File: config.mk
export PLATFORM = sky130hd
export DESIGN_NAME = stream_top
export DESIGN_NICKNAME = d
export VERILOG_FILES = /design/src/rtl/stream_pkg.sv /design/src/rtl/lite_bus_if.sv /design/src/rtl/sync_fifo.sv /design/src/rtl/lite_regs.sv /design/src/rtl/byte_ram.sv /design/src/rtl/input_pacer.sv /design/src/rtl/offset_stage.sv /design/src/rtl/stream_chain.sv /design/src/rtl/stream_top.sv
export VERILOG_INCLUDE_DIRS = /design/src /design/src/rtl
export SDC_FILE = /design/constraint.sdc
export NUM_CORES = 2
export LEC_CHECK = 0
export BUFFER_PORTS_ARGS = -buffer_cell sky130_fd_sc_hd__buf_2
export CAP_MARGIN = 30
export CORE_ASPECT_RATIO = 1.2
export CORE_MARGIN = 2
export CORE_UTILIZATION = 40
export CTS_CLUSTER_SIZE = 14
export DETAILED_ROUTE_END_ITERATION = 16
export PLACE_DENSITY = 0.56
export SLEW_MARGIN = 10
export SYNTH_ARGS = -nofsm -noshare
export SYNTH_HDL_FRONTEND = slang
export SYNTH_SLANG_ARGS = --single-unit
File: constraint.sdc
create_clock -name bus_clk -period 4.26 [get_ports bus_clk]
set_input_delay 0.852 -clock bus_clk [delete_from_list [all_inputs] [get_ports bus_clk]]
set_output_delay 0.852 -clock bus_clk [all_outputs]
set_load 0.02 [all_outputs]
File: src/rtl/stream_consts.svh
`ifndef STREAM_CONSTS_SVH
`define STREAM_CONSTS_SVH

// Host word and lite bus data width
`define STREAM_WORD_W 32

// Samples passed between processing stages
`define STREAM_SAMPLE_W 16

// Entries per FIFO
`define STREAM_FIFO_DEPTH 16

// Free entries left when almost-full rises
`define STREAM_AFULL_SLACK 4

`define STREAM_STAGES 7
`define STREAM_PACE 4

// Lite register file geometry
`define LITE_ENTRIES 32
`define LITE_LANES 4
`define LITE_ADDR_LSB 2

`define RAM_BYTES 32

`endif

File: src/rtl/stream_pkg.sv
`include "stream_consts.svh"

package stream_pkg;

  typedef logic [`STREAM_WORD_W-1:0] word_t;

  typedef logic [`STREAM_SAMPLE_W-1:0] sample_t;

  typedef logic [7:0] byte_t;

  // Word index, bits 6:2 of the byte address
  typedef logic [$clog2(`LITE_ENTRIES)-1:0] lite_idx_t;

  typedef logic [$clog2(`RAM_BYTES)-1:0] ram_addr_t;

  // One offset per processing stage
  typedef sample_t [`STREAM_STAGES-1:0] offsets_t;

endpackage

File: src/rtl/lite_bus_if.sv
`timescale 1ns/1ps
`include "stream_consts.svh"

interface lite_bus_if;

  logic                      wren;
  logic [`LITE_LANES-1:0]    wstrb;
  logic                      rden;
  stream_pkg::lite_idx_t     addr;
  stream_pkg::word_t         wr_data;
  stream_pkg::word_t         rd_data;

  modport host (
    output wren,
    output wstrb,
    output rden,
    output addr,
    output wr_data,
    input  rd_data
  );

  modport regs (
    input  wren,
    input  wstrb,
    input  rden,
    input  addr,
    input  wr_data,
    output rd_data
  );

endinterface

File: src/rtl/sync_fifo.sv
`timescale 1ns/1ps
`include "stream_consts.svh"

module sync_fifo #(
  parameter type payload_t = logic [7:0],
  parameter int  DEPTH     = `STREAM_FIFO_DEPTH
) (
  input  logic     bus_clk,
  input  logic     rst_n,
  input  logic     clear,
  input  logic     wr_en,
  input  payload_t din,
  input  logic     rd_en,
  output payload_t dout,
  output logic     full,
  output logic     afull,
  output logic     empty
);

  localparam int PTR_W = (DEPTH > 1) ? $clog2(DEPTH) : 1;
  localparam int CNT_W = $clog2(DEPTH + 1);

  payload_t         mem [DEPTH];
  logic [PTR_W-1:0] wr_ptr;
  logic [PTR_W-1:0] rd_ptr;
  logic [CNT_W-1:0] count;
  logic             do_wr;
  logic             do_rd;

  // Writes when full and reads when empty are dropped
  assign do_wr = wr_en && !full;
  assign do_rd = rd_en && !empty;

  assign full  = (count == CNT_W'(DEPTH));
  assign empty = (count == '0);
  assign afull = (count >= CNT_W'(DEPTH - `STREAM_AFULL_SLACK));

  always_ff @(posedge bus_clk)
  begin
    if (do_wr)
    begin
      mem[wr_ptr] <= din;
    end
  end

  always_ff @(posedge bus_clk or negedge rst_n)
  begin
    if (!rst_n)
    begin
      wr_ptr <= '0;
      rd_ptr <= '0;
      count  <= '0;
      dout   <= '0;
    end
    else if (clear)
    begin
      wr_ptr <= '0;
      rd_ptr <= '0;
      count  <= '0;
    end
    else
    begin
      if (do_wr)
      begin
        wr_ptr <= (wr_ptr == PTR_W'(DEPTH - 1)) ? '0 : wr_ptr + 1'b1;
      end
      if (do_rd)
      begin
        rd_ptr <= (rd_ptr == PTR_W'(DEPTH - 1)) ? '0 : rd_ptr + 1'b1;
        dout   <= mem[rd_ptr];
      end
      // Occupancy moves only when exactly one side is active
      case ({do_wr, do_rd})
        2'b10:   count <= count + 1'b1;
        2'b01:   count <= count - 1'b1;
        default: count <= count;
      endcase
    end
  end

endmodule

File: src/rtl/lite_regs.sv
`timescale 1ns/1ps
`include "stream_consts.svh"

module lite_regs (
  input  logic                 bus_clk,
  input  logic                 rst_n,
  lite_bus_if.regs             bus,
  output stream_pkg::offsets_t offsets
);

  // One byte array per lane
  stream_pkg::byte_t lane_mem [`LITE_LANES][`LITE_ENTRIES];

  always_ff @(posedge bus_clk or negedge rst_n)
  begin
    if (!rst_n)
    begin
      for (int l = 0; l < `LITE_LANES; l++)
      begin
        for (int e = 0; e < `LITE_ENTRIES; e++)
        begin
          lane_mem[l][e] <= '0;
        end
      end
    end
    else if (bus.wren)
    begin
      for (int l = 0; l < `LITE_LANES; l++)
      begin
        if (bus.wstrb[l])
        begin
          lane_mem[l][bus.addr] <= bus.wr_data[8*l +: 8];
        end
      end
    end
  end

  // Read data holds until the next rden
  always_ff @(posedge bus_clk or negedge rst_n)
  begin
    if (!rst_n)
    begin
      bus.rd_data <= '0;
    end
    else if (bus.rden)
    begin
      for (int l = 0; l < `LITE_LANES; l++)
      begin
        bus.rd_data[8*l +: 8] <= lane_mem[l][bus.addr];
      end
    end
  end

  // Stage k offset is lanes 1:0 of entry k
  always_comb
  begin
    for (int k = 0; k < `STREAM_STAGES; k++)
    begin
      offsets[k] = {lane_mem[1][k], lane_mem[0][k]};
    end
  end

endmodule

File: src/rtl/byte_ram.sv
`timescale 1ns/1ps
`include "stream_consts.svh"

module byte_ram (
  input  logic                  bus_clk,
  input  logic                  rst_n,
  input  logic                  wren,
  input  stream_pkg::byte_t     wdata,
  input  logic                  rden,
  input  stream_pkg::ram_addr_t addr,
  output stream_pkg::byte_t     rdata
);

  stream_pkg::byte_t mem [`RAM_BYTES];

  always_ff @(posedge bus_clk)
  begin
    if (wren)
    begin
      mem[addr] <= wdata;
    end
  end

  // Registered read port
  always_ff @(posedge bus_clk or negedge rst_n)
  begin
    if (!rst_n)
    begin
      rdata <= '0;
    end
    else if (rden)
    begin
      rdata <= mem[addr];
    end
  end

endmodule

File: src/rtl/input_pacer.sv
`timescale 1ns/1ps
`include "stream_consts.svh"

module input_pacer (
  input  logic bus_clk,
  input  logic rst_n,
  input  logic clear,
  input  logic empty,
  output logic rd_en,
  output logic valid
);

  localparam int PHASE_W = (`STREAM_PACE > 1) ? $clog2(`STREAM_PACE) : 1;

  logic [PHASE_W-1:0] phase;

  // One read per pacing period while data is available
  assign rd_en = !empty && (phase == '0);

  always_ff @(posedge bus_clk or negedge rst_n)
  begin
    if (!rst_n)
    begin
      phase <= '0;
      valid <= 1'b0;
    end
    else if (clear)
    begin
      phase <= '0;
      valid <= 1'b0;
    end
    else
    begin
      valid <= rd_en;
      if (empty)
        phase <= '0;
      else if (phase == PHASE_W'(`STREAM_PACE - 1))
        phase <= '0;
      else
        phase <= phase + 1'b1;
    end
  end

endmodule

File: src/rtl/offset_stage.sv
`timescale 1ns/1ps

module offset_stage (
  input  logic                bus_clk,
  input  logic                rst_n,
  input  logic                clear,
  input  logic                in_valid,
  input  stream_pkg::sample_t in_sample,
  input  stream_pkg::sample_t offset,
  output logic                out_valid,
  output stream_pkg::sample_t out_sample
);

  always_ff @(posedge bus_clk or negedge rst_n)
  begin
    if (!rst_n)
    begin
      out_valid  <= 1'b0;
      out_sample <= '0;
    end
    else if (clear)
    begin
      out_valid <= 1'b0;
    end
    else
    begin
      out_valid <= in_valid;
      // Sum wraps at the sample width
      if (in_valid)
      begin
        out_sample <= in_sample + offset;
      end
    end
  end

endmodule

File: src/rtl/stream_chain.sv
`timescale 1ns/1ps
`include "stream_consts.svh"

module stream_chain (
  input  logic                 bus_clk,
  input  logic                 rst_n,
  input  logic                 w32_open,
  input  logic                 r32_open,
  input  logic                 w32_wren,
  input  stream_pkg::word_t    w32_data,
  input  logic                 r32_rden,
  input  stream_pkg::offsets_t offsets,
  output logic                 w32_full,
  output stream_pkg::word_t    r32_data,
  output logic                 r32_empty
);

  localparam int N_MID = `STREAM_STAGES - 1;

  stream_pkg::word_t   in_dout;
  logic                in_empty;
  logic                pacer_rd_en;
  logic                pacer_valid;
  stream_pkg::sample_t stage_in_sample [`STREAM_STAGES];
  logic                stage_in_valid [`STREAM_STAGES];
  stream_pkg::sample_t stage_out_sample [`STREAM_STAGES];
  logic                stage_out_valid [`STREAM_STAGES];
  // Almost-full of the FIFO that takes stage k output
  logic [`STREAM_STAGES-1:0] down_afull;
  stream_pkg::sample_t mid_dout [N_MID];
  logic [N_MID-1:0]    mid_rd_en;
  logic [N_MID-1:0]    mid_empty;
  logic [N_MID-1:0]    mid_full;
  stream_pkg::word_t   out_din;
  logic                out_wr_en;
  logic                out_full;

  sync_fifo #(.payload_t(stream_pkg::word_t), .DEPTH(`STREAM_FIFO_DEPTH)) i_in_fifo (
    .bus_clk(bus_clk), .rst_n(rst_n), .clear(!w32_open),
    .wr_en(w32_wren), .din(w32_data), .rd_en(pacer_rd_en),
    .dout(in_dout), .full(w32_full), .afull(), .empty(in_empty)
  );

  // Pacer also holds off while the first inter-stage FIFO is nearly full
  input_pacer i_pacer (
    .bus_clk(bus_clk), .rst_n(rst_n), .clear(!w32_open),
    .empty(in_empty || down_afull[0]), .rd_en(pacer_rd_en), .valid(pacer_valid)
  );

  assign stage_in_valid[0]  = pacer_valid;
  assign stage_in_sample[0] = in_dout[`STREAM_SAMPLE_W-1:0];

  for (genvar k = 0; k < `STREAM_STAGES; k++)
  begin : g_stage
    if (k > 0)
    begin : g_mid
      logic valid_q;

      sync_fifo #(.payload_t(stream_pkg::sample_t), .DEPTH(`STREAM_FIFO_DEPTH)) i_fifo (
        .bus_clk(bus_clk), .rst_n(rst_n), .clear(!r32_open),
        .wr_en(stage_out_valid[k-1]), .din(stage_out_sample[k-1]),
        .rd_en(mid_rd_en[k-1]), .dout(mid_dout[k-1]),
        .full(mid_full[k-1]), .afull(down_afull[k-1]), .empty(mid_empty[k-1])
      );

      assign mid_rd_en[k-1] = !mid_empty[k-1] && !down_afull[k];

      // Data comes out one cycle after the read
      always_ff @(posedge bus_clk or negedge rst_n)
      begin
        if (!rst_n)
          valid_q <= 1'b0;
        else if (!w32_open)
          valid_q <= 1'b0;
        else
          valid_q <= mid_rd_en[k-1];
      end

      assign stage_in_valid[k]  = valid_q;
      assign stage_in_sample[k] = mid_dout[k-1];
    end

    offset_stage i_stage (
      .bus_clk(bus_clk), .rst_n(rst_n), .clear(!w32_open),
      .in_valid(stage_in_valid[k]), .in_sample(stage_in_sample[k]),
      .offset(offsets[k]),
      .out_valid(stage_out_valid[k]), .out_sample(stage_out_sample[k])
    );
  end

  // Last sample goes out zero-extended to a host word
  assign out_wr_en = stage_out_valid[`STREAM_STAGES-1];
  assign out_din   = {{(`STREAM_WORD_W - `STREAM_SAMPLE_W){1'b0}},
                      stage_out_sample[`STREAM_STAGES-1]};

  sync_fifo #(.payload_t(stream_pkg::word_t), .DEPTH(`STREAM_FIFO_DEPTH)) i_out_fifo (
    .bus_clk(bus_clk), .rst_n(rst_n), .clear(!r32_open),
    .wr_en(out_wr_en), .din(out_din), .rd_en(r32_rden),
    .dout(r32_data), .full(out_full), .afull(down_afull[`STREAM_STAGES-1]),
    .empty(r32_empty)
  );

endmodule

File: src/rtl/stream_top.sv
`timescale 1ns/1ps
`include "stream_consts.svh"

module stream_top (
  input  logic                   bus_clk,
  input  logic                   rst_n,
  input  logic                   w32_open,
  input  logic                   w32_wren,
  input  stream_pkg::word_t      w32_data,
  input  logic                   r32_open,
  input  logic                   r32_rden,
  input  logic                   lite_wren,
  input  logic [`LITE_LANES-1:0] lite_wstrb,
  input  logic                   lite_rden,
  input  stream_pkg::word_t      lite_addr,
  input  stream_pkg::word_t      lite_wr_data,
  input  logic                   mem_wren,
  input  stream_pkg::byte_t      mem_wdata,
  input  logic                   mem_rden,
  input  stream_pkg::ram_addr_t  mem_addr,
  output logic                   w32_full,
  output stream_pkg::word_t      r32_data,
  output logic                   r32_empty,
  output stream_pkg::word_t      lite_rd_data,
  output stream_pkg::byte_t      mem_rdata
);

  stream_pkg::offsets_t offsets;

  lite_bus_if lite_bus ();

  // Byte address to word index
  assign lite_bus.wren    = lite_wren;
  assign lite_bus.wstrb   = lite_wstrb;
  assign lite_bus.rden    = lite_rden;
  assign lite_bus.addr    = lite_addr[`LITE_ADDR_LSB +: $bits(stream_pkg::lite_idx_t)];
  assign lite_bus.wr_data = lite_wr_data;
  assign lite_rd_data     = lite_bus.rd_data;

  lite_regs i_lite_regs (
    .bus_clk(bus_clk), .rst_n(rst_n), .bus(lite_bus.regs), .offsets(offsets)
  );

  byte_ram i_byte_ram (
    .bus_clk(bus_clk), .rst_n(rst_n), .wren(mem_wren), .wdata(mem_wdata),
    .rden(mem_rden), .addr(mem_addr), .rdata(mem_rdata)
  );

  stream_chain i_chain (
    .bus_clk(bus_clk), .rst_n(rst_n), .w32_open(w32_open), .r32_open(r32_open),
    .w32_wren(w32_wren), .w32_data(w32_data), .r32_rden(r32_rden),
    .offsets(offsets), .w32_full(w32_full), .r32_data(r32_data),
    .r32_empty(r32_empty)
  );

endmodule

==> results.py <==
metrics = {
    "route": {
        "ant_nets": 0,
        "drt_iter0_drc": 6111,
        "wl_met1_um": 163800,
        "met3_wirelength_um": 16830,
        "dr.pass1.iters": 7,
        "wirelength_um": 386600,
        "viasPerCell": 5.537,
        "post_drt_wl_per_cell_um": 26.64,
        "drc_errors": 0,
        "top_layer_used": "met5",
        "dr_wl_met2_um": 196500,
        "vias": 80340,
    },
    "global_routing": {
        "overflow": 0,
        "grt_pass1_wl_um": 577400,
        "grt_pass1_vias": 84870,
        "gr-usage-all-layers_pct": 19.51,
        "grt_antenna_before_repair": 34,
        "grt_max_degree": 126,
    },
    "die": {
        "core_um2": 389700,
        "initial_core_util_pct": 40.23,
        "fp-row-count": 251,
        "die_y_um": 689.8,
        "die_w_um": 575.5,
        "dieArea_um2": 397000,
        "ios": 197,
    },
    "clocking": {
        "cts_tree": "built",
        "clock_tree.root_cell": "clkbuf_16",
        "cts.sinks": 3728,
        "clk_pin_slew_ps": 60,
        "numCtsBuffers": 381,
        "clock_latency_ps": 990,
        "cts_max_level": 5,
        "cts_resized": 0,
        "clockBufferDepth": 4,
    },
    "pwr": {
        "pwr-share-comb_pct": 19.0,
        "swShare_pct": 28.18,
        "intPower_mw": 73.03,
        "seqPwrFrac_pct": 48.1,
        "power_mw": 101.7,
        "p_sw_mw": 28.66,
        "power.share.clock_pct": 32.9,
        "power_density_nw_per_um2": 571.2,
        "peakVddDrop_uv": 532.0,
        "power.leakage_nw": 66.14,
    },
    "place": {
        "hpwlAfterDp_um": 248300,
        "gp_congestion": 0.8037,
        "portBuffers": 137,
        "dp_slack_ps": 706.6,
    },
    "setup_path": {
        "crit_path_end_kind": "output port",
        "start_kind": "flip-flop",
        "crit_arrival_ps": 2610,
        "critPathKind": "flip-flop to output port",
        "rrSetupSlack_ps": 1230,
        "critPathRequiredTime_ps": 3410,
        "cp_max_fo": 10,
    },
    "synth": {
        "ys_types": 87,
        "ys_ff_latch": 3728,
        "synth_edf_count": 2304,
        "ys_warn_count": 0,
        "ys.flop_type": "edfxtp_1",
        "syn_area_um2": 156800,
        "yosysSeqAreaShare_pct": 66.86,
        "async_flop_share_pct": 38.20,
        "postSynthCellCount": 8574,
        "synth.avg_cell_area_um2": 18.28,
    },
    "timing": {
        "setup-violations-final": 0,
        "max_slew_margin_pct": 27.36,
        "worstMarginPinSlew_ps": 1090,
        "fmaxAchievable_mhz": 288.5,
        "fin_crit_sh_pct": 81.36,
        "worst_slack_ps": 793.9,
        "rsz0062_at_grt": "no",
        "fin_setup_tns_ps": 0,
        "skew_ps": 69.84,
        "min_period_ps": 3466,
        "final-hold-violation-count": 0,
        "slew_viol_final": 0,
    },
    "cells_and_area": {
        "area_delta_synth_final_pct": 13.55,
        "layout-drive-gt1-share_pct": 34.99,
        "mostFrequentLayoutCell": "edfxtp_1",
        "nets": 9294,
        "final_cell_mix": "edfxtp_1, dfrtp_1, mux2_2, mux4_2, clkbuf_16",
    },
    "min_path": {
        "hp-class": "primary input to flip-flop",
    },
    "run": {
        "cap_violations": 0,
    },
    "outcome": {
        "status": "finished, final reports clean",
    },
}
## cell type report
cell class,instances,area [um2]
Antenna cell,13,32.53
Inverter,136,510.5
Clock buffer,508,10450
Multi-Input combinational cell,4245,49440
Timing Repair Buffer,495,4202
Clock inverter,198,2026
Tap cell,5186,6489
Fill cell,33120,211700
Sequential cell,3728,104900
## power by group through the flow
stage | Clock (mW) | Sequential [mW] | Combinational [mW]
after floorplan | 0 | 46.9 | 14.8
after global placement | 0 | 49.4 | 19.1
after detailed placement | 0 | 49.8 | 19.5
after CTS | 34.3 | 49.1 | 19.6
after global routing | 35.7 | 49.6 | 21.1
final | 33.5 | 48.9 | 19.3
## per-layer routing
metal | up-vias | GRT usage [%]
met5 | - | 0
met4 | 20 | 4.808
met3 | 530 | 2.574
met2 | 1727 | 33.64
met1 | 43490 | 26.19
li1 | 34580 | -
## cells in the mapped netlist (12+ instances only)
library cell / count / area share [%]
edfxtp_1: 2304 / 44
nand2b_1: 33 / 0.13
buf_2: 89 / 0.28
o31ai_1: 13 / 0.062
a21oi_1: 136 / 0.43
and2_1: 106 / 0.42
mux4_2: 990 / 14
xnor2_1: 82 / 0.46
nor2_2: 46 / 0.18
mux2_1: 105 / 0.75
buf_6: 17 / 0.12
xor2_1: 40 / 0.22
dfrtp_1: 1424 / 23
nor4_1: 12 / 0.048
o21ai_0: 164 / 0.52
a21boi_0: 48 / 0.23
nand3_1: 61 / 0.19
nor2b_1: 35 / 0.14
nor3b_1: 17 / 0.081
ha_1: 170 / 1.4
clkbuf_1: 292 / 0.70
o211ai_1: 17 / 0.081
buf_4: 40 / 0.19
o21a_1: 18 / 0.086
a31oi_1: 36 / 0.14
mux2i_1: 79 / 0.50
a211oi_1: 20 / 0.096
mux2_2: 1048 / 7.5
a221oi_1: 23 / 0.13
inv_1: 133 / 0.32
nor3_1: 48 / 0.15
and3_1: 32 / 0.13
or3_1: 15 / 0.060
nor2_1: 198 / 0.47
a22oi_1: 15 / 0.072
nand2_1: 358 / 0.86
o21ai_1: 16 / 0.051
a21o_1: 39 / 0.19
nor2_4: 30 / 0.22
buf_1: 42 / 0.10
fa_1: 14 / 0.18
## path summary, 6_finish.rpt
check                                                   startpoint                                      end  cells past startpoint
max                         i_chain.i_in_fifo.count[1]$_DFFE_PN0P_                                 w32_full                      3
min                                                   w32_data[15]   i_chain.i_in_fifo.mem[6][15]$_DFFE_PP_                      1
max reg2reg                i_chain.i_out_fifo.count[1]$_DFFE_PN0P_  i_chain.i_out_fifo.count[4]$_DFFE_PN0P_                     10
min reg2reg                     i_chain.i_pacer.phase[0]$_DFF_PN0_       i_chain.i_pacer.phase[0]$_DFF_PN0_                      1
max in group asynchronous                                    rst_n     i_lite_regs.lane_mem[36]$_DFFE_PN0P_                      3
min in group asynchronous                                    rst_n     i_lite_regs.lane_mem[66]$_DFFE_PN0P_                      2
## per-stage QoR
step,hold slack (ps),cell area [um2],utilization [%],std cells
finish,261.6,178000,45.68,14510
global route,210.8,178000,45.67,14500
CTS,152.4,177900,45.66,14490
detailed placement,463.1,165500,42.45,13790
global placement,449.5,165000,42.33,13760
floorplan,435.8,156800,-,8589
## state kept, by name, summed over array words and instances (netlist names), 16 cells and up
| register | flops |
|---|---|
| i_byte_ram.mem | 256 |
| i_lite_regs.bus.rd_data | 32 |
| i_chain.g_stage.i_stage.out_sample | 112 |
| i_chain.g_stage.g_mid.i_fifo.wr_ptr | 24 |
| i_lite_regs.offsets | 112 |
| i_chain.g_stage.g_mid.i_fifo.dout | 96 |
| i_chain.i_out_fifo.dout | 16 |
| i_lite_regs.lane_mem | 912 |
| i_chain.g_stage.g_mid.i_fifo.count | 30 |
| i_chain.i_in_fifo.dout | 16 |
| i_chain.i_out_fifo.mem | 256 |
| i_chain.i_in_fifo.mem | 256 |
| i_chain.g_stage.g_mid.i_fifo.mem | 1536 |
| i_chain.g_stage.g_mid.i_fifo.rd_ptr | 24 |
## critical path: stages, from the launching register on
cell and delay (ps):
dfrtp_1 500, nor4_1 590, and2_1 340, buf_2 220
## cells by family after synthesis
family                     count (synthesis)  synth area share, %
xor gates and xnor gates                 122               0.6816
DFF                                     3728                66.86
other                                      1             0.002392
and+or+nand+nor                         1055                3.488
AOI/OAI and AO/OA                        645                2.691
muxes                                   2223                23.02
buffers and inverters                    616                1.723
adders and majority gates                184                1.536
## repair_timing
item | 4_1_cts | 5_1_grt
hold buffers | 1 | 0
buffers inserted | 0 | 0
hold endpoints to repair | 67 | 0
(Power assumes the default switching activity.)
